`src/rtl/ts_cfg.svh`:
```
`ifndef TS_CFG_SVH
`define TS_CFG_SVH

// sprite file size in 16-bit words
// three words per sprite record
`define TS_SFILE_WORDS 256

// record base where the sprite walk stops
// 85 records fit below it
`define TS_SPR_LAST 255

// one prefetched tilemap row
// 64 descriptors cover 512 pixels of 8-pixel tiles
`define TS_TMB_WORDS 64

`endif

```
`src/rtl/ts_dpram.sv`:
```
`timescale 1ns/1ns
`default_nettype none

module ts_dpram #(
	parameter int DEPTH = 256,
	parameter type T = logic [15:0]
) (
	input wire clk,
	input wire we,
	input wire [$clog2(DEPTH)-1:0] waddr,
	input wire T wdata,
	input wire [$clog2(DEPTH)-1:0] raddr,
	output T rdata
);
	// payload storage
	T mem [DEPTH];

	// registered read returns the old word on a same-address write
	always_ff @(posedge clk)
	begin
		if (we)
			mem[waddr] <= wdata;
		rdata <= mem[raddr];
	end
endmodule

`default_nettype wire

```
`config.mk`:
```
export PLATFORM = sky130hd
export DESIGN_NAME = ts_dpram
export DESIGN_NICKNAME = d
export VERILOG_FILES = /design/src/rtl/ts_cfg.svh /design/src/rtl/ts_dpram.sv
export SDC_FILE = /design/constraint.sdc
export NUM_CORES = 2
export LEC_CHECK = 0
export BUFFER_PORTS_ARGS = -buffer_cell sky130_fd_sc_hd__buf_2
export CORE_MARGIN = 1.5
export CORE_UTILIZATION = 35
export CTS_BUF_LIST = sky130_fd_sc_hd__clkbuf_8
export DETAILED_ROUTE_END_ITERATION = 8
export GPL_ROUTABILITY_DRIVEN = 0
export SYNTH_ARGS = -nofsm -noshare
export SYNTH_HDL_FRONTEND = slang
export SYNTH_SLANG_ARGS = --single-unit
```
`constraint.sdc`:
```
create_clock -name clk -period 2.8 [get_ports clk]
set_input_delay 0.14 -clock clk [delete_from_list [all_inputs] [get_ports clk]]
set_output_delay 0.14 -clock clk [all_outputs]
set_load 0.05 [all_outputs]
```
### After elaboration in Yosys (flattened, before gate mapping)

Memories as Yosys holds them, arrays and structs flattened. A register that Yosys moved wholly into a read port is not among the register bits.
Cells that the tools add are included.
Widths: inputs -> output; s select.

| cells by class | value |
|---|---|
| eq/ne operators | 0 |
| mux-type cells | 2 |
| reductions and logical operators | 0 |
| bitwise gates (word level) | 0 |
| multipliers | 0 |
| div/mod/pow operators | 0 |
| add/subtract/negate cells | 0 |
| shift operators | 0 |
| $lt $le $gt $ge | 0 |

Operators with widths:

| kind | number |
|---|---|
| $mux 1 | 2 |

| word-level totals | value |
|---|---|
| memories | 1 |
| output and inout bits | 16 |
| logic and storage cells | 3 |
| register bits after elaboration | 0 |
| bits in latches | 0 |
| input bits | 34 |
| memory bits (read-only) | 0 |
| bits in writable memories | 4,096 |

Memory list:

| name | depth | bits a word | rd ports | clocked after memory_dff | write ports | RTL line | source |
|---|---|---|---|---|---|---|---|
| mem | 256 | 16 | 1 | 1 | 1 | ts_dpram.sv:16 | `T mem [DEPTH];` |

### Longest topological paths before layout

| logic depth | value |
|---|---|
| depth in word-level cells | 2 |
| gate-level depth with buffers | 12 |
| mapped depth without buffers | 6 |

### Worst setup path before layout

Ideal clock, no wire load.

| path | value |
|---|---|
| kind | input port to flip-flop |
| start | input waddr[3] |
| end | memory mem[235][0] (netlist name) (enable) |
| path buffers | 3 |
| slack | 0.495 ns |
| setup time | 0.388 ns |
| data required time | 2.412 ns |
| arrival time | 1.917 ns |
| stages | 6 |
| path through | clkbuf_1 -> nor2b_1 -> clkbuf_1 -> nand4_1 -> clkbuf_1 -> nor2_1 |

RTL lines:

| what | RTL line | source |
|---|---|---|
| start, declared | ts_dpram.sv:10 | `input wire [$clog2(DEPTH)-1:0] waddr,` |
| end, declared | ts_dpram.sv:16 |  |

Straight into the memory's write port.

==> run metrics <==
CTS buffer count=636; RR Endpoint=rdata[7]$_DFF_P_; Initial DRT Pass Iterations=6; final hold vios=0; crit path from=mem[23][7]$_DFFE_PP_; Wirelength per Cell=between 20 and 30 microns; initial antenna violation count=27; vias in the first global route=83400; CP required=3840 ps; most frequent cells after synthesis=edfxtp_1, mux4_2, mux2i_1; Overflow after GRT=0; syn nets=7394; fin. max-slew vios=0; nets=between 8000 and 9000; CP Data Arrival Time=between 3000 and 4000 ps; maximum VDD drop=0.000569 V; flop2flop setup slack=-20 ps; Tmin final=2820 ps; vias=approximately 82000; FF+latch count, synth=4112; Die W=676 microns; relative slew slack=20.5%; MaxCap Viol Count=0; DRC viols=0; synthesis-to-layout area growth=17.2%; worst setup margin=-18.0 ps; top-count cell post-synth=edfxtp_1; Post-DP Area=174000 sq um; worst r2r src=mem[23][7]$_DFFE_PP_; share of cells above drive strength 1=30.5%; hold endpoint=mem[89][12]$_DFFE_PP_; Vias per Instance=between 5 and 6; CTS H-tree lvls=6; clk slew on worst S/H paths=60 ps; TritonCTS clock tree=yes; biggest area consumer among synthesized cells=edfxtp_1; status=complete, but fails checks; post-route ant nets=0; clock buffer depth=4; sequential area share after synthesis=77.7%; Synth Instances=7360; Register-to-Register Path Depth=5; failing checks=negative setup slack; Slew @ Worst Pin=about 1200 ps; clk root buf=clkbuf_8; Setup TNS=-18.0 ps; Post-Route Hold Slack=47.6 ps; library cells used by synthesis=52; Sink Count=between 4000 and 5000; final instance area=186000 sq um; # setup viols final=1; Mapped Area=159000 sq um; fmax=roughly 0.35 GHz; number of enable flip-flop cells after synthesis=4096; Core Rows=247; worst hold path class=input port to flop; Final HPWL DP=273 mm; crit end category=flop; hold depth=2; # port buffers=49; Core Area=452000 sq um; Lkg Pwr=60.4 nW; top cells by area in the synthesized netlist=edfxtp_1, mux4_2, mux2i_1; Synth top area share=around 77%; insertion delay to the later sink of the worst-skew pair=1240 ps; final clock skew=~68 ps; Synth Area per Inst=21.6 sq um; Min-Delay Startpoint=wdata[12]; Total Die Area=458000 sq um; Die Ht=around 680 microns; GRT Util Overall=a little under a fifth; Starting Density=about a third; Routed Wire Length=440 mm; RSZ-0062 raised after global routing=false; Tcrit/Tclk final=101%; critical path class=flop to flop; Worst setup SP type=flop; post-synthesis async set-or-reset flop share=0%; main flop type after synthesis=edfxtp_1; first-pass GRT wire length=620 mm; Ys Warns=0; Iter 0 DRT Violations=slightly above 9000; P per Cell Area=between 600 and 700 nW/um^2; Crit Path Max Fanout=1; pin count of the biggest net entering global routing=105; # IOs=50
kinds of logic after synthesis:
kind of cell	count (synthesis)	share of synthesized area (%)
flip-flops	4112	77.7
multiplexers	1450	15.5
AND/OR/NAND/NOR	556	1.57
AO/OA/AOI/OAI	786	3.54
buffers and inverters	456	1.69
registers in the layout (all words and copies together), names as in the netlist:
signal	cells
mem	4096
rdata	16
worst max-delay path by stage:
| stage | endpoint | slack [ps] | cells past startpoint |
|---|---|---|---|
| detailed placement | rdata[11]$_DFF_P_ | -1040 | 11 |
| CTS | rdata[7]$_DFF_P_ | 30 | 5 |
| finish | rdata[7]$_DFF_P_ | -20 | 5 |
| floorplan | mem[235][0]$_DFFE_PP_ | 490 | 6 |
| global route | rdata[7]$_DFF_P_ | 30 | 5 |
| global placement | rdata[11]$_DFF_P_ | -1000 | 11 |
per-layer routing:
layer	wire [microns]	share of wire [%]	vias to the layer above	track usage, %
li1	-	-	34000	-
met2	214000	49	3760	30.9
met3	35200	8.0	704	3.27
met5	40	0.0091	-	0
met1	174000	40	43900	24.9
met4	16200	3.7	6	6.76
worst max-delay path, stage by stage, from the launching register on:
cell and delay [ps]:
edfxtp_1 360, mux4_2 460, mux4_2 540, a22o_1 370, o32ai_2 750, nor4_1 150
final cells by class:
type                            instances  area, sq um
Antenna cell                           22         55.1
Clock buffer                          646         8890
Clock inverter                        487         2710
Fill cell                           39300       266000
Inverter                                4         27.5
Multi-Input combinational cell       2792        32900
Sequential cell                      4112       123000
Tap cell                             5976         7480
Timing Repair Buffer                 1096        10700
report_power, final:
group	switching (mW)	internal [mW]	leakage (nW)	total, mW
registers	0.124	67.9	36.9	68.0
clock network	23.8	22.8	6.67	46.6
logic	4.63	2.80	16.8	7.43
cells in the final DEF, fill, tap and decap left out, types with 16 or more instances in the layout:
cell              n
a211oi_1         18
a21oi_1         173
a221oi_1         28
a22o_1           32
a22oi_1          43
buf_12          177
buf_2            28
buf_4           827
buf_8            17
clkbuf_8        647
clkinv_1        158
clkinv_2         60
dfxtp_1          16
diode_2          22
dlygate4sd3_1    42
edfxtp_1       4096
inv_1           201
mux2_2           88
mux2i_1         565
mux4_2          797
nand2_1          38
nand3_1          26
nand4_1          26
nor2_1          257
nor2_2           47
nor3_1           89
nor4_1           17
o21ai_0          37
o221ai_1        252
o22ai_1         148
o31ai_1          16
o32ai_1          19
stage by stage:
| stage | util (%) | instances | power [mW] | setup WS [ps] |
|---|---|---|---|---|
| floorplan | - | 7360 | 72.7 | 495 |
| global placement | 38.5 | 13900 | 76.5 | -1000 |
| detailed placement | 38.5 | 13900 | 76.6 | -1040 |
| CTS | 41.1 | 15100 | 123 | 25.4 |
| global route | 41.1 | 15100 | 126 | 31.3 |
| finish | 41.2 | 15100 | 122 | -18.0 |
timing repair:
action | 4_1_cts | 5_1_grt
endpoints found under the setup margin | 2 | 1
buffers inserted | 0 | 0
hold endpoints to repair | 5493 | 0
hold buffers | 45 | 0
gates resized for setup | 2 | 1
pin swaps | 2 | 0
(Power assumes the default switching activity.)
