## config.mk

```make
export PLATFORM = sky130hd
export DESIGN_NAME = ts_sprite_scan_flat
export DESIGN_NICKNAME = d
export VERILOG_FILES = /design/src/rtl/ts_desc_pkg.sv /design/src/rtl/ts_seq_pkg.sv /design/src/rtl/ts_task_if.sv /design/src/rtl/ts_sprite_scan.sv /design/src/flat_wrapper.sv
export VERILOG_INCLUDE_DIRS = /design/src /design/src/rtl
export SDC_FILE = /design/constraint.sdc
export NUM_CORES = 1
export LEC_CHECK = 0
export BUFFER_PORTS_ARGS = -buffer_cell sky130_fd_sc_hd__clkbuf_2
export CAP_MARGIN = 0
export CORE_ASPECT_RATIO = 1.4
export CORE_MARGIN = 4
export CORE_UTILIZATION = 45
export CTS_BUF_LIST = sky130_fd_sc_hd__clkbuf_8
export CTS_CLUSTER_SIZE = 40
export DETAILED_ROUTE_END_ITERATION = 10
export PLACE_DENSITY_LB_ADDON = 0.3
export SLEW_MARGIN = 10
export SYNTH_ARGS = -nofsm -noshare
export SYNTH_HDL_FRONTEND = slang
export SYNTH_SLANG_ARGS = --single-unit
```

## constraint.sdc

```tcl
create_clock -name clk -period 7.6 [get_ports clk]
set_clock_uncertainty 0.05 [all_clocks]
set_input_delay 0.38 -clock clk [delete_from_list [all_inputs] [get_ports clk]]
set_output_delay 0.38 -clock clk [all_outputs]
set_load 0.02 [all_outputs]
```

## src/rtl/ts_cfg.svh

```systemverilog
`ifndef TS_CFG_SVH
`define TS_CFG_SVH

// sprite file size in 16-bit words
// three words per sprite record
`define TS_SFILE_WORDS 256

// record base where the sprite walk stops
// 85 records fit below it
`define TS_SPR_LAST 255

// one prefetched tilemap row
// 64 descriptors cover 512 pixels of 8-pixel tiles
`define TS_TMB_WORDS 64

`endif

```

## src/rtl/ts_desc_pkg.sv

```systemverilog
`default_nettype none

package ts_desc_pkg;

	// tilemap word as it comes from DRAM
	typedef struct packed {
		logic yflip;
		logic xflip;
		logic [1:0] pal;
		logic [11:0] tnum;
	} tile_desc_t;

	// sprite record word 0, vertical placement and flags
	typedef struct packed {
		logic yflip;
		logic leap;
		logic act;
		logic spare;
		logic [2:0] ysz;
		logic [8:0] y;
	} spr_r0_t;

	// sprite record word 1, horizontal placement
	typedef struct packed {
		logic xflip;
		logic [2:0] spare;
		logic [2:0] xs;
		logic [8:0] x;
	} spr_r1_t;

	// sprite record word 2
	typedef struct packed {
		logic [3:0] pal;
		logic [11:0] tnum;
	} spr_r2_t;

	// one renderer task, 40 bits
	typedef struct packed {
		logic [7:0] page;
		logic [8:0] line;
		logic [5:0] addr;
		logic [8:0] x;
		logic [2:0] xs;
		logic xf;
		logic [3:0] pal;
	} ts_task_t;

endpackage

`default_nettype wire

```

## src/rtl/ts_seq_pkg.sv

```systemverilog
`default_nettype none

package ts_seq_pkg;

	// one-hot, bit order is the back-to-front walk
	// none while the line is idle
	typedef enum logic [3:0] {
		LY_NONE = 4'b0000,
		LY_TM = 4'b0001,
		LY_S0 = 4'b0010,
		LY_T = 4'b0100,
		LY_S1 = 4'b1000
	} layer_e;

	// sprite walk, PRE states wait out the RAM read
	typedef enum logic [2:0] {
		SP_IDLE,
		SP_R0_PRE,
		SP_R0,
		SP_R1_PRE,
		SP_R1,
		SP_R2
	} spr_state_e;

	// tile stage
	typedef enum logic [1:0] {
		TL_FETCH,
		TL_PRE,
		TL_VALID,
		TL_IDLE
	} tile_state_e;

endpackage

`default_nettype wire

```

## src/rtl/ts_task_if.sv

```systemverilog
`timescale 1ns/1ns
`default_nettype none

interface ts_task_if;
	// task fields, valid with go
	logic go;
	logic [7:0] page;
	logic [8:0] line;
	logic [5:0] addr;
	logic [8:0] x;
	logic [2:0] xs;
	logic xf;
	logic [3:0] pal;
	// go allowed only while high
	logic rdy;

	modport src (output go, page, line, addr, x, xs, xf, pal, input rdy);
	modport mux (input go, page, line, addr, x, xs, xf, pal, output rdy);
	// stand-in for a scan stage on a block bench
	modport drv (output go, page, line, addr, x, xs, xf, pal, input rdy);
	// passive observer
	modport mon (input go, page, line, addr, x, xs, xf, pal, rdy);
endinterface

`default_nettype wire

```

## src/rtl/ts_sprite_scan.sv

```systemverilog
`timescale 1ns/1ns
`default_nettype none

`include "ts_cfg.svh"

module ts_sprite_scan (
	input wire clk,
	input wire rst,
	input wire start,
	input wire [8:0] line,
	input wire ts_seq_pkg::layer_e layer,
	input wire [7:0] sgpage,
	input wire [15:0] sfile_rdata,
	output logic [7:0] sfile_raddr,
	output logic layer_end,
	output logic last,
	ts_task_if.src task_o
);
	import ts_seq_pkg::*;
	import ts_desc_pkg::*;

	spr_state_e state;
	logic [7:0] sreg;
	logic run;
	spr_r0_t r0;
	spr_r1_t r1;
	spr_r2_t r2;
	logic [8:0] s_line;
	logic [5:0] s_ymax;
	logic s_vis;
	logic [5:0] s_off;
	logic s_go;
	logic [5:0] off_r;
	logic leap_r;
	logic [8:0] x_r;
	logic [2:0] xs_r;
	logic xf_r;

	// same RAM word seen through each record format
	assign r0 = spr_r0_t'(sfile_rdata);
	assign r1 = spr_r1_t'(sfile_rdata);
	assign r2 = spr_r2_t'(sfile_rdata);

	// walk stalls outside the sprite layers
	assign run = (layer == LY_S0) || (layer == LY_S1);
	assign sfile_raddr = sreg;

	// line within the sprite, wraps mod 512
	assign s_line = line - r0.y;
	assign s_ymax = {r0.ysz, 3'b111};
	assign s_vis = r0.act && (s_line <= {3'b000, s_ymax});
	assign s_off = r0.yflip ? (s_ymax - s_line[5:0]) : s_line[5:0];

	// end of file closes this layer and any later one
	assign last = run && (state == SP_R0_PRE) && (sreg == 8'(`TS_SPR_LAST));
	assign s_go = run && (state == SP_R2) && task_o.rdy;

	// leap closes the layer whether the sprite was shown or not
	assign layer_end = last
		|| (run && (state == SP_R0) && !s_vis && r0.leap)
		|| (s_go && leap_r);

	// sreg is the RAM address, read data lags by one state
	always_ff @(posedge clk)
	begin
		if (rst)
		begin
			state <= SP_IDLE;
			sreg <= '0;
		end
		else if (start)
		begin
			state <= SP_R0_PRE;
			sreg <= '0;
		end
		else if (run)
		begin
			case (state)
				SP_R0_PRE:
					if (last)
						state <= SP_IDLE;
					else
						state <= SP_R0;
				SP_R0:
					if (s_vis)
					begin
						state <= SP_R1_PRE;
						sreg <= sreg + 8'd1;
					end
					else
					begin
						// skip the whole record
						state <= SP_R0_PRE;
						sreg <= sreg + 8'd3;
					end
				SP_R1_PRE:
				begin
					// word 2 read goes out while word 1 comes back
					state <= SP_R1;
					sreg <= sreg + 8'd1;
				end
				SP_R1:
					state <= SP_R2;
				SP_R2:
					if (s_go)
					begin
						state <= SP_R0_PRE;
						sreg <= sreg + 8'd1;
					end
				default:
					state <= SP_IDLE;
			endcase
		end
	end

	// word 0 and word 1 fields kept for the issue cycle
	always_ff @(posedge clk)
	begin
		if (state == SP_R0)
		begin
			leap_r <= r0.leap;
			off_r <= s_off;
		end
		if (state == SP_R1)
		begin
			x_r <= r1.x;
			xs_r <= r1.xs;
			xf_r <= r1.xflip;
		end
	end

	// word 2 is live on the RAM output in R2
	assign task_o.go = s_go;
	assign task_o.page = sgpage;
	assign task_o.line = {r2.tnum[11:6], 3'b000} + {3'b000, off_r};
	assign task_o.addr = r2.tnum[5:0];
	assign task_o.x = x_r;
	assign task_o.xs = xs_r;
	assign task_o.xf = xf_r;
	assign task_o.pal = r2.pal;
endmodule

`default_nettype wire

```

## src/flat_wrapper.sv

```systemverilog
// flat-port wrapper written by rule: the top's interface ports become plain ports
module ts_sprite_scan_flat import ts_seq_pkg::*; import ts_desc_pkg::*;
  (clk, rst, start, line, layer, sgpage, sfile_rdata, sfile_raddr, layer_end, last, task_o_go, task_o_page, task_o_line, task_o_addr, task_o_x, task_o_xs, task_o_xf, task_o_pal, task_o_rdy);
  ts_task_if task_o_i ();
  input wire clk;
  input wire rst;
  input wire start;
  input wire [8:0] line;
  input wire ts_seq_pkg::layer_e layer;
  input wire [7:0] sgpage;
  input wire [15:0] sfile_rdata;
  output logic [7:0] sfile_raddr;
  output logic layer_end;
  output logic last;
  output wire logic [$bits(task_o_i.go)-1:0] task_o_go;
  output wire logic [$bits(task_o_i.page)-1:0] task_o_page;
  output wire logic [$bits(task_o_i.line)-1:0] task_o_line;
  output wire logic [$bits(task_o_i.addr)-1:0] task_o_addr;
  output wire logic [$bits(task_o_i.x)-1:0] task_o_x;
  output wire logic [$bits(task_o_i.xs)-1:0] task_o_xs;
  output wire logic [$bits(task_o_i.xf)-1:0] task_o_xf;
  output wire logic [$bits(task_o_i.pal)-1:0] task_o_pal;
  input wire logic [$bits(task_o_i.rdy)-1:0] task_o_rdy;
  assign task_o_go = task_o_i.go;
  assign task_o_page = task_o_i.page;
  assign task_o_line = task_o_i.line;
  assign task_o_addr = task_o_i.addr;
  assign task_o_x = task_o_i.x;
  assign task_o_xs = task_o_i.xs;
  assign task_o_xf = task_o_i.xf;
  assign task_o_pal = task_o_i.pal;
  assign task_o_i.rdy = task_o_rdy;
  ts_sprite_scan u_core (.clk(clk), .rst(rst), .start(start), .line(line), .layer(layer), .sgpage(sgpage), .sfile_rdata(sfile_rdata), .sfile_raddr(sfile_raddr), .layer_end(layer_end), .last(last), .task_o(task_o_i));
endmodule
```

Word level (Yosys, flattened, before mapping)
Index checks and enable logic that the tools add are counted.

word-level totals
  register bits after elaboration = 31
  latch bits = 0
  bits in writable memories = 0
  memory bits (read-only) = 0
  bits of input ports = 41
  output and inout port bits = 51
  word-level logic and storage cells = 53
  memories = 0

operators by class
  add/sub/neg operators = 5
  multiply operators = 0
  divide/modulo/power cells = 0
  $lt $le $gt $ge = 1
  equal/unequal tests = 10
  shifts and indexed selects = 0
  mux-type cells = 10
  bitwise gates (word level) = 0
  reductions and logical operators = 19

operators by type and width
  cell                 count
  $pmux 8 s3           1
  $mux 8               2
  $pmux 3 s5           1
  $add 9x6->9          1
  $le 9x6->1           1
  $logic_and 1x1->1    9
  $sub 9x9->9          1
  $add 8x1->8 const B  1
  $add 8x2->8 const B  1
  $eq 8x8->1 const B   1
  $eq 3x2->1 const B   2
  $eq 3x3->1 const B   2
  $mux 6               1
  $sub 6x6->6          1
  $eq 4x2->1 const B   1
  $eq 4x4->1 const B   1
  $mux 2               2
  $reduce_and 2->1     2
  $eq 3x1->1 const B   1
  $logic_or 1x1->1     3
  $mux 3               1
  $ne 3x2->1 const B   1
  $reduce_and 3->1     1
  $reduce_bool 3->1    1
  other kinds (5)      6

Longest topological paths before layout
  depth after elaboration = 8
  mapped depth = 15

Worst setup path after synthesis
No wires, ideal clock.

  path type = input -> register
  from = input port line[0]
  to = register u_core.sreg[2], in the netlist u_core.sfile_raddr[2]
  library setup time = 0.072 ns
  arrival = 3.216 ns
  data required time = 7.478 ns
  slack = 4.262 ns
  stages on the path = 15
  path buffers = 0
  cell sequence = inv_1 ha_1 fa_1 nand2b_1 a21oi_1 xnor2_1 inv_1 ha_1 a21o_1 a21oi_1 a31oi_1 nand4bb_2 o31ai_4 mux2i_1 mux2i_1

between the ends
  cells in the longest elaborated chain, start to end = 5

ends and longest elaborated chain
  item                    line                   source
  start: declaration      flat_wrapper.sv:8      input wire [8:0] line;
  $sub 9x9->9             ts_sprite_scan.sv:49   assign s_line = line - r0.y;
  $le 9x6->1              ts_sprite_scan.sv:51   assign s_vis = r0.act && (s_line <= {3'b000, s_ymax});
  $logic_and 1x1->1       ts_sprite_scan.sv:51
  $mux 8                  ts_sprite_scan.sv:85   if (s_vis)
  $pmux 8 s3              ts_sprite_scan.sv:78   case (state)
  end signal: assignment  ts_sprite_scan.sv:88   sreg <= sreg + 8'd1;
  end signal: assignment  ts_sprite_scan.sv:94   sreg <= sreg + 8'd3;
  end signal: assignment  ts_sprite_scan.sv:100  sreg <= sreg + 8'd1;
  end: declaration        ts_sprite_scan.sv:23   logic [7:0] sreg;

Every way passes these cells.
A chain may end at the register's enable or synchronous reset.

Worst setup path after layout
  from = input port line[0]
  to = output port layer_end

between the ends
  cells in the longest elaborated chain, start to end = 8

ends and longest elaborated chain
  item                             line                  source
  $sub 9x9->9                      ts_sprite_scan.sv:49
  $le 9x6->1                       ts_sprite_scan.sv:51
  $logic_and 1x1->1                ts_sprite_scan.sv:51
  $logic_not 1->1                  ts_sprite_scan.sv:60  || (run && (state == SP_R0) && !s_vis && r0.leap)
  $logic_and 1x1->1 (2 in series)  ts_sprite_scan.sv:60
  $logic_or 1x1->1                 ts_sprite_scan.sv:60
  $logic_or 1x1->1                 ts_sprite_scan.sv:61  || (s_go && leap_r);
  end: declaration                 flat_wrapper.sv:13    output logic layer_end;

Every way passes these cells.

==> run summary <==
Ys async rst share: 0%
Final Cycle Share: 48.7%
Die area: 6410 um^2
Post-cts sizing count: 0
Io pins: 92
CTS tree: done
Syn Area/Cell: 9.48 um^2
N_diodes: 0
Final number of hold-violating endpoints: 0
Min Tclk post-route: 3.70 ns
Nets: 366
Clock Sinks: 31
Yosys cell types: 50
Status: finished, final reports clean
CP bufs+invs: 4
Synthesis-stage register bit count: 31
Total CTS buffers: 5
Post-CTS Setup Repair Bufs: 0
Arr. time, crit path: 3.27 ns
Syn Inst Count: 246
Utilization after layout: 54.6%
Max incr delay on CP: 0.39 ns
Cell taking the most area after synthesis: edfxtp_1
Unrepaired setup endpoints after global routing: no
CP Class: input port to output port
Pin slew with the least headroom to its limit: 1.12 ns
CP Capture Type: output port
Syn nets: 309
Row count: 30
Max rail drop VDD: 0.0805 mV
Clk Latency, worst-skew pair: 0.28 ns
Chip Width: 68.8 um
Number of antenna violations at the first check in global routing: 0
First-pass GRT wire length: 8180 um
Final setup TNS: 0 ns
Post-synth design cell area: 2330 um^2
Buffer depth of the longest clock path: 2
Critical path required time: 7.17 ns
Vias per cell: 5.18
EDFF count, synth: 20
Drt drc: 0
Cell family with most CP delay: simple AND/OR/NAND/NOR gates
Root Driver: clkbuf_8
Synth top area share: 25.8%
Top FF cell, synth: edfxtp_1
Final wirelength: 5080 um
Post-route ant nets: 0
# H-tree levels: 2
Port Buffers: 73
Clock transition at path regs: 0.06 ns
Synth cell count leaders: 24 x inv_1, 21 x buf_4, 20 x edfxtp_1, 20 x nand2_1
Worst-path cell chain: clkbuf_2 > inv_1 > ha_1 > fa_1 > nand2b_1 > a21oi_1 > xnor2_1 > inv_1 > ha_1 > nor4bb_1 > a31oi_1 > nand4bb_2 > nor3_1 > o21ai_0 > clkbuf_2
Share of cells above drive strength 1: 29.9%
Seq/Total Area, Yosys: 35.2%
Vias: 1906
Hold_buf cts: 0
GRT Total Usage: 16.6%
Gp weighted congestion: 0.864
Maximum clock frequency: 270 MHz
Startpoint types: input port
Final setup vio count: 0
Synth top area cells: edfxtp_1 26%, ha_1 10%, dfxtp_1 9.4%
Die Ht: 93.2 um
Total grt overflow: 0
Max Cap Viol: 0
Starting DRT DRC Count: 63
Vias in the first global route: 1837
Placeable Area: 4920 um^2
WL per Instance: 13.8 um
P_leak: 0.00118 uW
Area Overhead vs Synth: 15.2%
Count leader, synth: inv_1
CP max stage cell: fa_1
Pin count of the biggest net entering global routing: 14
Rel. slew slack: 24.9%
Post-DP HPWL: 4210 um
Max FO, Critical Path: 4
Power per cell area: 150 nW/um^2
Number of synthesis warnings: 0
Initial Util: 47.4%
Slew Limit Fails: 0
Min-Delay Path Class: input port to flop
DRT Pass-1 Iters: 4
report_power, final:
group | total, uW | leakage, uW | switching, uW | internal [uW]
logic | 104 | 0.000868 | 58.8 | 44.9
registers | 182 | 0.000269 | 1.09 | 181
clock network | 117 | 0.0000444 | 56.3 | 60.9
cell families (layout without fill, tap and decap cells):
| logic type | Yosys count | count (layout) | share of synthesized area, % |
|---|---|---|---|
| AND/OR/NAND/NOR | 70 | 70 | 16.3 |
| AO/OA/AOI/OAI | 53 | 53 | 15.6 |
| buffers and inverters | 48 | 106 | 11.5 |
| flip-flops | 31 | 31 | 35.2 |
| adder cells (fa/ha/maj) | 22 | 22 | 12.8 |
| XOR/XNOR | 15 | 15 | 5.63 |
| multiplexers | 7 | 7 | 3.00 |
metal layers:
layer | GRT usage, % | wire length (um) | up-vias
li1 | - | - | 964
met1 | 17.7 | 1940 | 866
met2 | 29.9 | 2670 | 62
met3 | 3.00 | 302 | 14
met4 | 8.62 | 167 | 0
met5 | 0 | 0 | -
flip-flops by register name, summed over array words and instances (netlist names):
signal and count:
u_core.leap_r 1, u_core.off_r 6, u_core.sfile_raddr 8, u_core.state 3, u_core.task_o.x 9, u_core.task_o.xf 1, u_core.task_o.xs 3
metrics by stage:
stage | cell area [um^2] | cells | setup WS [ns] | hold slack, ns | power, uW
3_3_place_gp | 2610 | 360 | 3.97 | 0.429 | 288
3_5_place_dp | 2610 | 360 | 3.92 | 0.432 | 290
6_report | 2690 | 368 | 3.90 | 0.252 | 403
4_1_cts | 2690 | 368 | 3.91 | 0.247 | 409
5_1_grt | 2690 | 368 | 3.60 | 0.249 | 427
2_1_floorplan | 2330 | 246 | 4.26 | 0.399 | 270
final timing paths:
| path | from | endpoint | slack [ns] | cells after the start |
|---|---|---|---|---|
| max reg2reg | u_core.state[2] | u_core.sfile_raddr[5] | 5.29 | 7 |
| min | sfile_rdata[11] | u_core.task_o.xs[2] | 0.25 | 1 |
| max | line[0] | layer_end | 3.90 | 15 |
| min reg2reg | u_core.sfile_raddr[7] | u_core.sfile_raddr[7] | 0.44 | 2 |
cell usage in the layout (no fill, tap or decap), types with 3 or more instances in the layout:
| cell type | netlist | final |
|---|---|---|
| clkbuf_2 | 0 | 73 |
| inv_1 | 24 | 25 |
| nand2_1 | 20 | 20 |
| edfxtp_1 | 20 | 20 |
| a21oi_1 | 19 | 19 |
| ha_1 | 19 | 19 |
| xnor2_1 | 13 | 13 |
| nor2_1 | 12 | 12 |
| o21ai_0 | 11 | 11 |
| dfxtp_1 | 11 | 11 |
| mux2i_1 | 7 | 7 |
| nor3_1 | 5 | 5 |
| nand2b_1 | 5 | 5 |
| nand3_1 | 5 | 5 |
| or3_1 | 5 | 5 |
| clkbuf_8 | 1 | 5 |
| a21o_1 | 3 | 3 |
| o21ai_1 | 3 | 3 |
| fa_1 | 3 | 3 |
worst reg2reg max path, delay by kind of cell, from the launching register on:
kind / cells / cell delay [ns]
AOI/OAI and AO/OA: 5 / 1.27
and+or+nand+nor: 2 / 0.51
DFF: 1 / 0.42
layout make-up:
cell class | count | area [um^2]
multi-input cells | 167 | 1240
clock buffers | 5 | 68.8
repair buffers | 74 | 373
well taps | 64 | 80.1
fillers | 473 | 2230
inverters | 24 | 90.1
flip-flops and latches | 31 | 821
clock inverters | 3 | 11.3
(Power assumes the default switching activity.)
