**config.mk**
```make
export PLATFORM = sky130hd
export DESIGN_NAME = ts_layer_seq_flat
export DESIGN_NICKNAME = d
export VERILOG_FILES = /design/src/rtl/ts_cfg.svh /design/src/rtl/ts_seq_pkg.sv /design/src/rtl/ts_task_if.sv /design/src/rtl/ts_layer_seq.sv /design/src/flat_wrapper.sv
export SDC_FILE = /design/constraint.sdc
export NUM_CORES = 1
export LEC_CHECK = 0
export BUFFER_PORTS_ARGS = -buffer_cell sky130_fd_sc_hd__buf_2
export CORE_ASPECT_RATIO = 2
export CORE_MARGIN = 2
export CORE_UTILIZATION = 31
export DETAILED_ROUTE_END_ITERATION = 7
export PLACE_DENSITY_LB_ADDON = 0.1
export RECOVER_POWER = 50
export SETUP_SLACK_MARGIN = 0.05
export SYNTH_ARGS = -nofsm -noshare
export SYNTH_HDL_FRONTEND = slang
export SYNTH_SLANG_ARGS = --single-unit
```
**constraint.sdc**
```tcl
create_clock -name clk -period 1.7 [get_ports clk]
set_input_delay 0.255 -clock clk [delete_from_list [all_inputs] [get_ports clk]]
set_output_delay 0.255 -clock clk [all_outputs]
set_load 0.02 [all_outputs]
```
**src/rtl/ts_cfg.svh**
```systemverilog
`ifndef TS_CFG_SVH
`define TS_CFG_SVH

// sprite file size in 16-bit words
// three words per sprite record
`define TS_SFILE_WORDS 256

// record base where the sprite walk stops
// 85 records fit below it
`define TS_SPR_LAST 255

// one prefetched tilemap row
// 64 descriptors cover 512 pixels of 8-pixel tiles
`define TS_TMB_WORDS 64

`endif

```
**src/rtl/ts_seq_pkg.sv**
```systemverilog
`default_nettype none

package ts_seq_pkg;

	// one-hot, bit order is the back-to-front walk
	// none while the line is idle
	typedef enum logic [3:0] {
		LY_NONE = 4'b0000,
		LY_TM = 4'b0001,
		LY_S0 = 4'b0010,
		LY_T = 4'b0100,
		LY_S1 = 4'b1000
	} layer_e;

	// sprite walk, PRE states wait out the RAM read
	typedef enum logic [2:0] {
		SP_IDLE,
		SP_R0_PRE,
		SP_R0,
		SP_R1_PRE,
		SP_R1,
		SP_R2
	} spr_state_e;

	// tile stage
	typedef enum logic [1:0] {
		TL_FETCH,
		TL_PRE,
		TL_VALID,
		TL_IDLE
	} tile_state_e;

endpackage

`default_nettype wire

```
**src/rtl/ts_task_if.sv**
```systemverilog
`timescale 1ns/1ns
`default_nettype none

interface ts_task_if;
	// task fields, valid with go
	logic go;
	logic [7:0] page;
	logic [8:0] line;
	logic [5:0] addr;
	logic [8:0] x;
	logic [2:0] xs;
	logic xf;
	logic [3:0] pal;
	// go allowed only while high
	logic rdy;

	modport src (output go, page, line, addr, x, xs, xf, pal, input rdy);
	modport mux (input go, page, line, addr, x, xs, xf, pal, output rdy);
	// stand-in for a scan stage on a block bench
	modport drv (output go, page, line, addr, x, xs, xf, pal, input rdy);
	// passive observer
	modport mon (input go, page, line, addr, x, xs, xf, pal, rdy);
endinterface

`default_nettype wire

```
**src/rtl/ts_layer_seq.sv**
```systemverilog
`timescale 1ns/1ns
`default_nettype none

module ts_layer_seq (
	input wire clk,
	input wire rst,
	input wire start,
	input wire spr_en,
	input wire tile_en,
	input wire tile_end,
	input wire spr_end,
	input wire spr_last,
	input wire tsr_rdy,
	output ts_seq_pkg::layer_e layer,
	output logic busy,
	ts_task_if.mux tile_task,
	ts_task_if.mux spr_task,
	output logic tsr_go,
	output logic [7:0] tsr_page,
	output logic [8:0] tsr_line,
	output logic [5:0] tsr_addr,
	output logic [8:0] tsr_x,
	output logic [2:0] tsr_xs,
	output logic tsr_xf,
	output logic [3:0] tsr_pal
);
	import ts_seq_pkg::*;

	logic [3:0] skip;
	logic [3:0] en_mask;
	logic [3:0] done_mask;
	logic [3:0] rest;
	logic tile_lyr;
	logic tile_sel;
	logic spr_sel;
	logic lyr_end;

	// lowest pending bit is the next layer back to front
	function automatic logic [3:0] first_of(input logic [3:0] m);
		logic [3:0] r;
		r = m & (~m + 4'd1);
		return r;
	endfunction

	// bit order S1, T, S0, TM
	assign en_mask = {spr_en, tile_en, spr_en, tile_en};

	assign tile_lyr = (layer == LY_TM) || (layer == LY_T);
	assign tile_sel = (layer == LY_T);
	assign spr_sel = (layer == LY_S0) || (layer == LY_S1);
	assign lyr_end = (tile_lyr && tile_end) || (spr_sel && spr_end);

	// sprite file exhausted means S1 has nothing left
	assign done_mask = layer | {spr_last, 3'b000};
	assign rest = ~(skip | done_mask);

	always_ff @(posedge clk)
	begin
		if (rst)
		begin
			skip <= '1;
			layer <= LY_NONE;
			busy <= 1'b0;
		end
		else if (start)
		begin
			skip <= ~en_mask;
			layer <= layer_e'(first_of(en_mask));
			busy <= |en_mask;
		end
		else if (lyr_end)
		begin
			skip <= skip | done_mask;
			layer <= layer_e'(first_of(rest));
			busy <= |rest;
		end
	end

	// only the active stage sees the renderer ready
	assign tile_task.rdy = tsr_rdy && tile_sel;
	assign spr_task.rdy = tsr_rdy && spr_sel;

	assign tsr_go = tile_task.go || spr_task.go;
	assign tsr_page = spr_sel ? spr_task.page : tile_task.page;
	assign tsr_line = spr_sel ? spr_task.line : tile_task.line;
	assign tsr_addr = spr_sel ? spr_task.addr : tile_task.addr;
	assign tsr_x = spr_sel ? spr_task.x : tile_task.x;
	assign tsr_xs = spr_sel ? spr_task.xs : tile_task.xs;
	assign tsr_xf = spr_sel ? spr_task.xf : tile_task.xf;
	assign tsr_pal = spr_sel ? spr_task.pal : tile_task.pal;
endmodule

`default_nettype wire

```
**src/flat_wrapper.sv**
```systemverilog
// flat-port wrapper written by rule: the top's interface ports become plain ports
module ts_layer_seq_flat import ts_seq_pkg::*;
  (clk, rst, start, spr_en, tile_en, tile_end, spr_end, spr_last, tsr_rdy, layer, busy, tsr_go, tsr_page, tsr_line, tsr_addr, tsr_x, tsr_xs, tsr_xf, tsr_pal, tile_task_go, tile_task_page, tile_task_line, tile_task_addr, tile_task_x, tile_task_xs, tile_task_xf, tile_task_pal, tile_task_rdy, spr_task_go, spr_task_page, spr_task_line, spr_task_addr, spr_task_x, spr_task_xs, spr_task_xf, spr_task_pal, spr_task_rdy);
  ts_task_if tile_task_i ();
  ts_task_if spr_task_i ();
  input wire clk;
  input wire rst;
  input wire start;
  input wire spr_en;
  input wire tile_en;
  input wire tile_end;
  input wire spr_end;
  input wire spr_last;
  input wire tsr_rdy;
  output ts_seq_pkg::layer_e layer;
  output logic busy;
  output logic tsr_go;
  output logic [7:0] tsr_page;
  output logic [8:0] tsr_line;
  output logic [5:0] tsr_addr;
  output logic [8:0] tsr_x;
  output logic [2:0] tsr_xs;
  output logic tsr_xf;
  output logic [3:0] tsr_pal;
  input wire logic [$bits(tile_task_i.go)-1:0] tile_task_go;
  input wire logic [$bits(tile_task_i.page)-1:0] tile_task_page;
  input wire logic [$bits(tile_task_i.line)-1:0] tile_task_line;
  input wire logic [$bits(tile_task_i.addr)-1:0] tile_task_addr;
  input wire logic [$bits(tile_task_i.x)-1:0] tile_task_x;
  input wire logic [$bits(tile_task_i.xs)-1:0] tile_task_xs;
  input wire logic [$bits(tile_task_i.xf)-1:0] tile_task_xf;
  input wire logic [$bits(tile_task_i.pal)-1:0] tile_task_pal;
  output wire logic [$bits(tile_task_i.rdy)-1:0] tile_task_rdy;
  input wire logic [$bits(spr_task_i.go)-1:0] spr_task_go;
  input wire logic [$bits(spr_task_i.page)-1:0] spr_task_page;
  input wire logic [$bits(spr_task_i.line)-1:0] spr_task_line;
  input wire logic [$bits(spr_task_i.addr)-1:0] spr_task_addr;
  input wire logic [$bits(spr_task_i.x)-1:0] spr_task_x;
  input wire logic [$bits(spr_task_i.xs)-1:0] spr_task_xs;
  input wire logic [$bits(spr_task_i.xf)-1:0] spr_task_xf;
  input wire logic [$bits(spr_task_i.pal)-1:0] spr_task_pal;
  output wire logic [$bits(spr_task_i.rdy)-1:0] spr_task_rdy;
  assign tile_task_i.go = tile_task_go;
  assign tile_task_i.page = tile_task_page;
  assign tile_task_i.line = tile_task_line;
  assign tile_task_i.addr = tile_task_addr;
  assign tile_task_i.x = tile_task_x;
  assign tile_task_i.xs = tile_task_xs;
  assign tile_task_i.xf = tile_task_xf;
  assign tile_task_i.pal = tile_task_pal;
  assign tile_task_rdy = tile_task_i.rdy;
  assign spr_task_i.go = spr_task_go;
  assign spr_task_i.page = spr_task_page;
  assign spr_task_i.line = spr_task_line;
  assign spr_task_i.addr = spr_task_addr;
  assign spr_task_i.x = spr_task_x;
  assign spr_task_i.xs = spr_task_xs;
  assign spr_task_i.xf = spr_task_xf;
  assign spr_task_i.pal = spr_task_pal;
  assign spr_task_rdy = spr_task_i.rdy;
  ts_layer_seq u_core (.clk(clk), .rst(rst), .start(start), .spr_en(spr_en), .tile_en(tile_en), .tile_end(tile_end), .spr_end(spr_end), .spr_last(spr_last), .tsr_rdy(tsr_rdy), .layer(layer), .busy(busy), .tile_task(tile_task_i), .spr_task(spr_task_i), .tsr_go(tsr_go), .tsr_page(tsr_page), .tsr_line(tsr_line), .tsr_addr(tsr_addr), .tsr_x(tsr_x), .tsr_xs(tsr_xs), .tsr_xf(tsr_xf), .tsr_pal(tsr_pal));
endmodule
```
# Word-level counts from Yosys, hierarchy flattened
# Cells that the tools add are included.
word_totals:
  ff_bits: 9
  output_inout_bits: 48
op_classes:
  n_addsub: 2
  n_eq_ne: 4
  n_mux: 13
  bitwise: 7
  n_reduce_logical: 11
op_table:
  columns: ["operator", "count"]
  rows:
  - ["$mux 4", 5]
  - ["$mux 9", 2]
  - ["$not 4->4", 3]
  - ["$add 4x1->4 const B", 2]
  - ["$and 4x4->4", 2]
  - ["$mux 8", 1]
  - ["$or 4x4->4", 2]
  - ["$mux 6", 1]
  - ["$eq 4x1->1 const B", 1]
  - ["$eq 4x2->1 const B", 1]
  - ["$eq 4x3->1 const B", 1]
  - ["$eq 4x4->1 const B", 1]
  - ["$logic_and 1x1->1", 4]
  - ["$logic_or 1x1->1", 4]
  - ["$reduce_or 4->1", 1]
  - ["$mux 1", 3]
  - ["$mux 3", 1]
  - ["$reduce_bool 2->1", 1]
  - ["$reduce_or 2->1", 1]

# Longest topological paths before layout
# Gate-level depths: netlist of run 1.
logic_depth:
  depth_word: 8
  depth_mapped: 5
  depth_no_buf: 4

# Least setup slack after synthesis of run 1
# Ideal clock, no wire load.
synth_timing:
  path_kind: "register to output"
  from: "reg u_core.layer[1]"
  to: "out tsr_addr[0]"
  t_arrival_ns: 1.628
  path_slack_ns: -0.183
  stages_incl_launch_ff: 6
  path_buffers: 2
  path_cell_list: "dfxtp_1 > xnor2_1 > or3_1 > buf_6 > buf_12 > mux2_4"
synth_between:
  elab_chain_len: 3
synth_rtl:
  columns: ["item", "line_no", "source"]
  rows:
  - ["start, declared", "ts_layer_seq.sv:14", "output ts_seq_pkg::layer_e layer,"]
  - ["start signal, assigned", "ts_layer_seq.sv:68", "layer <= layer_e'(first_of(en_mask));"]
  - ["start signal, assigned", "ts_layer_seq.sv:74", "layer <= layer_e'(first_of(rest));"]
  - ["$eq 4x2->1 or $eq 4x4->1 (tied branches)", "ts_layer_seq.sv:50", "assign spr_sel = (layer == LY_S0) || (layer == LY_S1);"]
  - ["$logic_or 1x1->1 (*)", "ts_layer_seq.sv:50", null]
  - ["$mux 6 (*)", "ts_layer_seq.sv:86", "assign tsr_addr = spr_sel ? spr_task.addr : tile_task.addr;"]
  - ["end, declared", "flat_wrapper.sv:20", "output logic [5:0] tsr_addr;"]
# Mark *: on every way between the ends. The rest lies on a longest branch, timed or not.

# Worst setup path after layout of run 1
layout_timing:
  from: "reg u_core.layer[3]"
  to: "out tsr_x[1]"
layout_between:
  elab_chain_len: 3
layout_rtl:
  columns: ["item", "line_no", "source"]
  rows:
  - ["$eq 4x2->1 or $eq 4x4->1 (tied branches)", "ts_layer_seq.sv:50", null]
  - ["$logic_or 1x1->1 (*)", "ts_layer_seq.sv:50", null]
  - ["$mux 9 (*)", "ts_layer_seq.sv:87", "assign tsr_x = spr_sel ? spr_task.x : tile_task.x;"]
  - ["end, declared", "flat_wrapper.sv:21", "output logic [8:0] tsr_x;"]
# Marks and branches as above.

==> results by stage, run 1 <==
Worst setup path:
- The combined buffer and inverter count along the critical path is 2.
- The maximum fanout encountered on the critical timing path is 21.
- The worst reg2reg path startpoint is u_core.layer[0].
- The critical path goes through xnor2_2, or3_4, buf_12, mux2_4, buf_2.
- Measured in cells, the most critical reg-to-reg path has a length of 5.
- The endpoint identified for the worst register-to-register timing path is u_core.layer[3].
- The critical path crosses 5 cells after its start point.
- STA classifies the critical path endpoint as an output port.
- The startpoint of the worst setup timing path is u_core.layer[3].
- Among cell families on the critical path, the largest total delay comes from simple AND/OR/NAND/NOR gates.
- The worst setup path endpoint is tsr_x[1].
- On the critical path, the stage with the largest delay is an instance of sky130_fd_sc_hd__or3_4.
- The reg-to-reg setup timing slack is ~0.08 ns.
- The startpoint-to-endpoint class of the critical path is flop to output port.
- Data on the critical path arrives at its endpoint at 1.73 ns.
- Data on the critical path is required at its endpoint by 1.44 ns.
- The largest single stage delay on the critical path is 0.36 ns.
- The category of the worst setup path launch point is a flop.

Clocking:
- The clock drives 9 sinks.
- CTS built an H-tree with a depth of 1.
- TritonCTS built the clock tree.
- The clock passes through at most 2 buffers.
- The number of hold buffers added after cts is 0.
- Clock-pin slew was measured on the worst setup and hold paths at 0.05 ns.
- The number of buffers created by CTS is 3.
- CTS placed an instance of sky130_fd_sc_hd__clkbuf_8 at the clock tree root.
- The clock reaches the later pin of the worst-skew pair after 0.24 ns.

Global routing:
- The number of global-route vias before repair is 1357.
- The first global-routing pass estimated 6360 um of wire.
- The number of antenna violations at the first check in global routing was 1.
- The largest net degree at the start of global routing is 22.
- The global router's overall resource usage is 17.6%.
- For this run the aggregate overflow at the end of global routing stands at 0.

Yosys:
- Yosys printed 0 warnings.
- Summed over its instances, the top area cell type makes up a little under half of the synthesized netlist area.
- The net count of the mapped netlist is roughly 200.
- The synthesized netlist devotes 11.2% of its cell area to compound gates.
- The cell accounting for the most synthesized area is sky130_fd_sc_hd__mux2_4.
- Of the total synthesized cell area, the portion taken by AND, OR, NAND and NOR gates is a little over an eighth.
- The synthesis-stage register bit count is 9.
- The synthesized netlist devotes 0% of its cell area to adder and majority cells.
- Counting flops with an async set or reset pin after synthesis yields a share of 0%.
- A synthesized cell averages 11.2 sq um.
- The dominant combinational cell family by area after synthesis is multiplexers.
- Sorting the synthesized cells by area gives the leading types as sky130_fd_sc_hd__mux2_4 (48%), sky130_fd_sc_hd__dfxtp_1 (15%), sky130_fd_sc_hd__buf_12 (6.5%).
- The commonest cells after synthesis are sky130_fd_sc_hd__mux2_4 (39), sky130_fd_sc_hd__dfxtp_1 (9), sky130_fd_sc_hd__o21ai_0 (7).
- The area of the mapped netlist is 0.00123 sq mm.
- The sequential area share after synthesis is 14.6%.
- The post-synthesis mux area share is 50.2%.
- The most instantiated flip-flop cell in the synthesis netlist is sky130_fd_sc_hd__dfxtp_1.
- Yosys mapped a number of flops with a built-in enable equal to 0.
- After Yosys synthesis, XOR and XNOR cells account for 1.42% of the synthesized area.
- The netlist uses 36 different library cells.
- In the post-synthesis netlist, the cell with the most instances is sky130_fd_sc_hd__mux2_4.
- After technology mapping, the gate count stands at 110.

Floorplanning:
- The number of top-level design ports is 139.
- The row count is 32.
- The area of the placeable core is around 0.0038 sq mm.
- The height of the die is 93.1 um.
- The floorplan step defined a die boundary enclosing 0.00452 sq mm.
- The initial core utilization is 32.0%.
- The die outline width is 48.5 um.

Drt:
- The final wirelength is around 4200 um.
- The total iterations of the first detailed-routing run is 4.
- For this block, the initial DRC count from the detailed router was 23.
- The DRC violation count after routing is 0.
- The total via count in the routed design is around 1400.
- The routed length per placed instance is 13.9 um.
- The remaining antenna violation count is 0.
- After detailed routing, the number of vias per cell comes to 4.75.

Place:
- OpenSTA, run right after detailed placement, puts the worst setup slack at -0.164 ns.
- The post-detailed-placement half-perimeter wirelength is approximately 3500 um.
- The global placement routability congestion is 0.729.
- Port buffering added 138 buffers.

STA:
- Setup repair after global routing could not meet its margin everywhere.
- Subtracting the final worst setup slack from the clock period gives 1.98 ns.
- Across all setup checks in the final design, the least slack found is -0.284 ns.
- The clock skew is between 0.004 and 0.005 ns.
- At the pin with the least slew margin, the transition time is 0.359 ns.
- The number of failing hold endpoints at the final stage is 0.
- In this run the tightest slew margin relative to its limit is 76.0%.
- Setup violations remaining at the end of the flow were counted as 41.
- The fraction of the cycle the final worst path needs is 117%.
- The highest clock rate is ~500 MHz.
- Hold is met by 0.380 ns.
- The count of final max-slew check failures is 0.
- For the final routed database, the setup TNS stands at -10.73 ns.

Cells and area:
- The number of nets in the final layout is 343.
- Compared with the post-synthesis result, the final layout area differs by 74.8%.
- Cells with a size suffix above 1 make up 78.1% of the layout.
- The count of filler cells inserted in the layout is 369.

Run status:
- The checks that failed: negative setup slack.
- The run finished, with violations left.

Pwr:
- The analysis attributes to cell leakage a power of roughly 1.2 nW.
- The peak ir drop on the vdd network is 0.533 mV.
- The power density over cell area is 587 mW/mm^2.

Hold path:
- In this run the worst hold path is classified as primary input to flop.

Flow run:
- Across the run, the number of max-cap violations was 0.
-- layer usage --
layer / GRT usage (%) / up-vias / routed length, um
met5: 0 / - / 0
li1: - / 693 / -
met1: 15.9 / 644 / 1390
met2: 35.4 / 94 / 2360
met3: 4.15 / 7 / 391
met4: 8.33 / 0 / 76
-- per-stage QoR --
stage          util (%)  power (mW)  cells  area (sq um)
2_1_floorplan         -       0.734    110          1260
3_3_place_gp       51.6       0.941    298          1980
3_5_place_dp       51.6       0.946    298          1980
4_1_cts            54.8        1.24    302          2100
5_1_grt            55.9        1.32    303          2150
6_report           55.9        1.26    303          2150
-- kinds of logic (layout without fill, tap and decap cells) --
logic type / Yosys count / count (layout)
muxes: 42 / 42
DFF: 9 / 9
AOI/OAI and AO/OA: 21 / 21
xor gates and xnor gates: 2 / 2
and+or+nand+nor: 25 / 25
other: 0 / 1
buffers and inverters: 11 / 152
-- worst min path at each step --
stage                      from         endpoint  slack, ns  cells after the start
floorplan                   rst  u_core.layer[0]       0.35                      1
global placement    u_core.busy      u_core.busy       0.44                      2
detailed placement  u_core.busy      u_core.busy       0.45                      2
finish                 tile_end  u_core.layer[2]       0.38                      4
global route                rst  u_core.layer[1]       0.41                      2
CTS                    tile_end  u_core.layer[2]       0.38                      4
-- worst reg2reg max path, stage by stage (launching register included) --
cell                      delay (ns)
sky130_fd_sc_hd__dfxtp_4        0.33
sky130_fd_sc_hd__buf_2          0.18
sky130_fd_sc_hd__xor2_1         0.19
sky130_fd_sc_hd__a31o_2         0.29
sky130_fd_sc_hd__nor2_2         0.32
sky130_fd_sc_hd__mux2i_1        0.23
-- cell usage in the layout, fill, tap and decap left out, drive strengths merged --
master and count:
buf 140, mux2 40, clkbuf 10, dfxtp 9
o21ai 7, nor2 7, a21oi 4, or3 3
inv 2, nand3b 2, nor2b 2, nor3b 2
o41ai 2, nand2 2, mux2i 2, diode 1
xnor2 1, nand3 1, or2 1, xor2 1
a31o 1, nor4b 1, o21bai 1, or4 1
a31oi 1, o31ai 1, nor3 1, o21ba 1
a22oi 1, o22a 1, a311oi 1, or4b 1
nand2b 1
-- registers in the layout, indices dropped and copies added, names as in the netlist --
signal and cells:
u_core.busy 1, u_core.layer 4, u_core.skip 4
-- report_power, final --
group	internal [mW]	leakage, nW	switching, mW	total [mW]
registers	0.225	0.0766	0.0103	0.236
clock network	0.164	0.0228	0.0950	0.259
logic	0.416	1.10	0.352	0.767
-- timing repair --
action                                  4_1_cts  5_1_grt
gates resized for setup                      24       17
setup buffers                                 0        0
endpoints found under the setup margin       41       43
-- cell type report --
cell class	count	area [sq um]	share of cell area, %
well taps	51	63.8	2.97
repair buffers	146	885	41.2
multi-input cells	90	953	44.4
flip-flops and latches	9	193	8.96
clock buffers	4	45.0	2.10
diodes	1	2.50	0.116
inverters	2	7.51	0.349
(Power assumes the default switching activity.)
==> run 2: changes to the inputs <==
--- a/config.mk
+++ b/config.mk
@@ -6,7 +6,6 @@
 export NUM_CORES = 1
 export LEC_CHECK = 0
 export BUFFER_PORTS_ARGS = -buffer_cell sky130_fd_sc_hd__buf_2
-export CORE_ASPECT_RATIO = 2
 export CORE_MARGIN = 2
 export CORE_UTILIZATION = 31
 export DETAILED_ROUTE_END_ITERATION = 7
==> run 2 against run 1 <==
Effect of this change: the flow still finishes with violations (negative setup slack); via count down 0.42%; routed wire length up 5.3%; flip-flop and latch count unchanged; non-clock buffer count up 2; clock power down 5%; hold slack about the same; final cell count down 0.66%; setup slack worse by 0.014 ns.
==> results by stage, run 2 (synthesis results as in run 1) <==
Clocking:
- The number of buffers created by CTS is 3.
- CTS placed an instance of sky130_fd_sc_hd__clkbuf_8 at the clock tree root.
- In this run the number of H-tree levels came out at 1.
- TritonCTS built the clock tree.
- The clock drives 9 sinks.
- Once the clock tree was built, the setup fixing pass inserted 0 buffers.
- After clock tree synthesis, the clock-pin slew on the worst setup and hold paths is 0.04 ns.
- The buffer levels on the longest clock path is 2.
- The clock reaches the later pin of the worst-skew pair after between 0.2 and 0.25 ns.
- In this run, post-CTS hold repair placed 0 buffers.

Cells and area:
- The area growth from synthesis to final layout is 85.2%.
- The antenna diode instance count is 0.
- The finished cells cover 0.00228 sq mm.
- The leading cell type in the layout, fill and taps excluded is sky130_fd_sc_hd__buf_2.
- After the flow finishes, the layout carries non-filler instances totaling 301.
- The number of nets in the final layout is 345.
- The largest registers in the layout are u_core.layer: 4 flops, u_core.skip: 4 flops, u_core.busy: 1 flops.
- Leaving out fill and tap cells, the most frequent cells in the layout are sky130_fd_sc_hd__buf_2 (96), sky130_fd_sc_hd__mux2_4 (39), sky130_fd_sc_hd__buf_6 (35).
- The fraction of final layout cells with drive strength greater than 1 is between 70 and 80%.

Flow run:
- The reported max-cap violation count is 0.

Global routing:
- The largest net degree at the start of global routing is 17.
- The global router's overall resource usage is 15.6%.
- The number of antenna violations at the first check in global routing is 0.
- The number of global-route vias before repair is roughly 1200.
- The total grt overflow is 0.
- The first global-routing pass estimated 5340 um of wire.

STA:
- The final hold slack is about 0.38 ns.
- The number of failing hold endpoints at the final stage was 0.
- For the final database, setup skew stands at 0.00220 ns.
- Setup violations remaining at the end of the flow were counted as 41.
- After layout, the worst setup slack is -0.298 ns.
- Headroom to the max-slew limit came out at between 70% and 80%.
- Counting I/O delays and the setup requirement, the final critical path takes 2.00 ns.
- The count of final max-slew check failures came to 0.
- Setup repair after global routing could not meet its margin everywhere.
- In the finished design, the share of the clock period the worst path needs comes to 118%.
- At the pin with the least slew margin, the transition time is roughly 0.35 ns.
- The highest clock rate is 501 MHz.

Worst setup path:
- For this design, the slowest cell found on the critical path is sky130_fd_sc_hd__or3_4.
- The maximum fanout encountered on the critical timing path is 16.
- Walking the worst path, the cells encountered are xnor2_2, or3_4, buf_12, mux2_4, buf_2.
- The worst setup path is launched from a flop.
- The sort of element at the end of the critical path is an output port.
- The worst stage delay on the critical path is approximately 0.39 ns.
- At the worst endpoint, the required time is ~1.4 ns.
- The startpoint-to-endpoint class of the critical path is flop to output port.
- The data arrival time of the critical path is 1.74 ns.

Place:
- The congestion estimate from routability-driven global placement came to 0.751.
- The count of buffers inserted at the top-level ports is approximately 140.
- The post-detailed-placement half-perimeter wirelength is 3260 um.
- The total instance count after detailed placement is between 200 and 300.
- In this run the cell area measured after placement is 0.00199 sq mm.

Floorplanning:
- In this run the count of I/O pins placed on the die edge is 139.
- The initial utilization of the core area, before any placement, comes to 32.9%.
- The die area is 0.00449 sq mm.
- The row count is 22.
- The region available for standard cell placement spans roughly 0.0037 sq mm.
- Measured along the x axis, the die boundary spans 67.0 um.
- The height of the die is about 67 um.

Run status:
- The flow ran to the end, but the final reports show violations.
- The final reports fail on negative setup slack.

Drt:
- The final layout contains routed wiring with a total length of 4450 um.
- After detailed routing, the number of vias per cell comes to 4.76.
- In the routed design, unresolved DRC markers number 0.
- The total via count in the routed design is 1432.
- After detailed routing, the average wire length per cell comes to 14.8 um.
- The remaining antenna violation count is 0.
- The total iterations of the first detailed-routing run is 4.
- The starting DRC count in detailed routing is 28.

Pwr:
- Per report_power, the clock group accounts for a little under a fifth of the total.
- The proportion of power drawn by combinational gates is 63.7%.
- The power consumption is roughly 1.3 mW.
- Across the VDD grid, the largest voltage drop is 0.635 mV.
- For this design the static power due to leakage is 1.25 nW.
- The cell-internal power is 0.866 mW.
- Net switching is 34.8% of the power.
- The power spent charging and discharging nets is between 0.4 and 0.5 mW.
- The power density over cell area is 583 mW/mm^2.
- Of the total power, registers draw between 10% and 20%.

Hold path:
- The classification of the worst-slack hold path is primary input to flop.
run 2: cell count changes in the layout (fill, tap and decap cells not counted), sizes merged:
cell	before	now
diode	1	0
buf	140	142
run 2: power by group through the flow:
stage,Clock [mW],Sequential [mW],Combinational (mW)
5_1_grt,0.267,0.236,0.892
4_1_cts,0.252,0.235,0.779
2_1_floorplan,0,0.250,0.484
3_3_place_gp,0,0.239,0.706
3_5_place_dp,0,0.239,0.710
6_report,0.247,0.235,0.845
run 2: path summary, 6_finish.rpt:
kind	start	endpoint	slack [ns]	cells after the start
min reg2reg	u_core.busy	u_core.busy	0.46	2
max	u_core.layer[3]	tsr_page[1]	-0.30	5
max reg2reg	u_core.layer[3]	u_core.layer[3]	0.10	4
min	tile_end	u_core.layer[0]	0.38	4
run 2: layout make-up:
type / count / area (sq um)
Inverter: 2 / 7.51
Clock buffer: 4 / 45.0
Fill cell: 314 / 1470
Sequential cell: 9 / 193
Tap cell: 48 / 60.1
Multi-Input combinational cell: 90 / 948
Timing Repair Buffer: 148 / 1020
run 2: layer usage:
metal	vias up	global-route usage, %	wire length, um
met5	-	0	0
met3	6	3.38	344
met2	65	31.4	2540
met4	0	4.59	48
li1	699	-	-
met1	662	15.6	1510
run 2: per-stage QoR:
stage / worst slack (ns) / setup TNS (ns) / util, %
final: -0.298 / -11.17 / 60.9
after CTS: -0.345 / -13.37 / 57.6
after global routing: -0.337 / -12.58 / 60.9
after floorplan: -0.0311 / -1.21 / -
after detailed placement: -0.178 / -6.44 / 53.1
after global placement: -0.167 / -6.02 / 53.1
run 2: what timing repair did:
item | CTS | global route
pin swaps | 1 | 1
endpoints found under the setup margin | 41 | 42
gates resized for setup | 31 | 43
gates cloned | 1 | 0
run 2: worst max-delay path, delay by kind of cell (launching register included):
| family | cells | cell delay [ns] |
|---|---|---|
| xor+xnor | 1 | 0.14 |
| buf+inv | 2 | 0.35 |
| simple gates | 1 | 0.39 |
| flops | 1 | 0.34 |
| mux | 1 | 0.29 |
==> run 3: changes to the inputs <==
--- a/config.mk
+++ b/config.mk
@@ -11,6 +11,7 @@
 export DETAILED_ROUTE_END_ITERATION = 7
 export PLACE_DENSITY_LB_ADDON = 0.1
 export RECOVER_POWER = 50
+export REMOVE_ABC_BUFFERS = 1
 export SETUP_SLACK_MARGIN = 0.05
 export SYNTH_ARGS = -nofsm -noshare
 export SYNTH_HDL_FRONTEND = slang
==> run 3 against run 2 <==
Effect of this change: the run still ends with negative setup slack left; clock skew up 0.0067 ns; die area unchanged; register-to-register slack about the same; via count down 3.9%; combinational power down 2%; power down 1.3%; count of clock-buffer cells in the layout unchanged; routed wire length up 3.3%; final cell count down 0.66%; critical path depth unchanged; cell area down 2.7%.
==> results by stage, run 3 (synthesis results as in run 1) <==
Worst setup path:
- The required time of the critical path is 1.44 ns.
- The largest single stage delay on the critical path is approximately 0.38 ns.
- In this run the worst path has a maximum fanout of 21.
- The sort of element at the end of the critical path is an output port.
- The critical path is of the flop to output port type.
- The worst-path cell with the longest stage delay is sky130_fd_sc_hd__or3_4.
- The signal on the critical path passes through xnor2_1, or3_4, buf_12, mux2_1, buf_2.
- STA classifies the critical path startpoint as a flop.
- At the worst endpoint, the arrival time is 1.71 ns.

Drt:
- The detail route stage leaves a number of antenna-violating nets equal to 0.
- In the final routed layout, each cell accounts on average for approximately 15 um.
- The final wirelength is 4590 um.
- The DRC violation count after routing is 0.
- The number of vias per cell after detailed routing is 4.60.
- The total via count in the routed design is 1376.
- The first TritonRoute pass finished after 4 iterations.
- The starting DRC count in detailed routing is 26.

Clocking:
- CTS saw 9 sinks.
- The number of buffers created by CTS is 3.
- The number of setup buffers added after CTS is 0.
- The clock-pin transition on the worst setup and hold timing paths is 0.05 ns.
- The clock passes through at most 2 buffers.
- TritonCTS built the clock tree.
- The number of hold buffers added after cts is 0.
- The buffer type at the clock tree root is sky130_fd_sc_hd__clkbuf_8.
- Clock latency on the worst-skew pair, taken at its later pin, is around 0.23 ns.
- CTS built an H-tree with a depth of 1.

STA:
- In this run the tightest slew margin relative to its limit is between 70% and 80%.
- The tightest hold path in the finished design has a slack of 0.378 ns.
- The number of failing hold endpoints at the final stage is 0.
- Setup repair after global routing could not meet its margin everywhere.
- The clock skew is 0.00889 ns.
- The time the final worst path needs with I/O delays and setup is 1.96 ns.
- The final critical path takes up 115% of the cycle.
- The number of setup violations in the final report is 41.
- Once routing completed, OpenROAD measured the worst setup slack at -0.260 ns.
- The count of final max-slew check failures is 0.
- At the pin with the least slew margin, the transition time is 0.338 ns.
- Based on the critical path, the design can be clocked at up to just over 500 MHz.

Cells and area:
- The largest registers in the layout are u_core.layer: 4 flops, u_core.skip: 4 flops, u_core.busy: 1 flops.
- The final standard cell area without fillers is between 0.002 and 0.0025 sq mm.
- Leaving out fill and tap cells, the most frequent cells in the layout are sky130_fd_sc_hd__buf_2 (98), sky130_fd_sc_hd__mux2_4 (39), sky130_fd_sc_hd__buf_6 (33).
- The non-filler instance count after layout is 299.
- The number of nets in the final layout is 343.
- The leading cell type in the layout, fill and taps excluded is sky130_fd_sc_hd__buf_2.
- The number of antenna diodes in the final layout is 0.
- The area growth from synthesis to final layout is 80.3%.
- The fraction of final layout cells with drive strength greater than 1 is 75.7%.

Place:
- The worst setup slack before clock tree synthesis is -0.149 ns.
- The global placement routability congestion is 0.779.
- The post-detailed-placement half-perimeter wirelength is ~3600 um.
- The total instance count after detailed placement is 294.
- The area after detailed placement is 0.00194 sq mm.
- Port buffering added around 140 buffers.

Pwr:
- The power density over cell area is 591 mW/mm^2.
- The peak ir drop on the vdd network is ~0.3 mV.
- The leakage power is 1.22 nW.

Hold path:
- The min-delay analysis places its worst path in the category primary input to flop.

Global routing:
- The number of antenna violations at the first check in global routing is 0.
- The number of global-route vias before repair is 1264.
- The global-route wire length before repair is 5980 um.
- The global router's overall resource usage is 17.4%.
- The busiest layer in global routing is met2.
- The total grt overflow is 0.
- The global-route track usage on met2 is 33.6%.
- Entering global routing, the biggest net connects 22 pins.
- Global routing used 19.4% of the available met1 tracks.
- The routing usage on met3 is 3.04%.

Floorplanning:
- After floorplanning, the core was sized to cover 0.00374 sq mm.
- In this run the horizontal extent of the chip is 67.0 um.
- The number of top-level design ports is 139.
- The row count is 22.
- The height of the die is 67.0 um.
- The die covers ~0.0045 sq mm.
- The initial core utilization is between 30% and 40%.

Flow run:
- Across the run, the number of max-cap violations was 0.

Run status:
- The final reports fail on negative setup slack.
- The run finished, with violations left.
-- run 3: what timing repair did --
item | in CTS | in global routing
hold endpoints to repair | 0 | 0
gates resized for setup | 38 | 34
setup endpoints to repair | 41 | 41
gates cloned | 1 | 0
-- run 3: critical path: cells and delay by family (launching register included) --
kind | cells | cell delay (ns)
xor+xnor | 1 | 0.13
buf+inv | 2 | 0.35
flops | 1 | 0.32
mux | 1 | 0.31
simple gates | 1 | 0.38
-- run 3: worst paths after layout --
check / slack [ns] / to / start / cells after the start
min reg2reg: 0.46 / u_core.busy / u_core.busy / 2
max reg2reg: 0.10 / u_core.layer[3] / u_core.layer[3] / 4
max: -0.26 / tsr_pal[3] / u_core.layer[1] / 5
min: 0.38 / u_core.skip[0] / tile_en / 4
-- run 3: stage by stage --
stage                     TNS, ns  power (mW)  utilization, %
after global routing       -11.81        1.38            59.2
after CTS                  -10.19        1.26            56.7
after floorplan            -47.94       0.687               -
after global placement      -5.16       0.934            51.8
final                       -9.71        1.31            59.2
after detailed placement    -5.51       0.938            51.8
-- run 3: cell type report --
cell class              count  area (sq um)
clock buffers               4          45.0
fillers                   336          1530
inverters                   2          7.51
multi-input cells          90           941
flip-flops and latches      9           183
well taps                  48          60.1
repair buffers            146           981
-- run 3: routing by layer --
layer | part of all wire, % | wire length, um | up-vias
li1 | - | - | 690
met1 | 36 | 1640 | 622
met2 | 55 | 2550 | 62
met3 | 8.1 | 374 | 2
met4 | 0.54 | 25 | 0
met5 | 0 | 0 | -
-- run 3: where the power goes --
part | switching (mW) | internal [mW] | total, mW | leakage [nW]
logic | 0.369 | 0.460 | 0.829 | 1.12
clock network | 0.0812 | 0.163 | 0.244 | 0.0228
registers | 0.00994 | 0.227 | 0.237 | 0.0749
total | 0.461 | 0.850 | 1.31 | 1.22
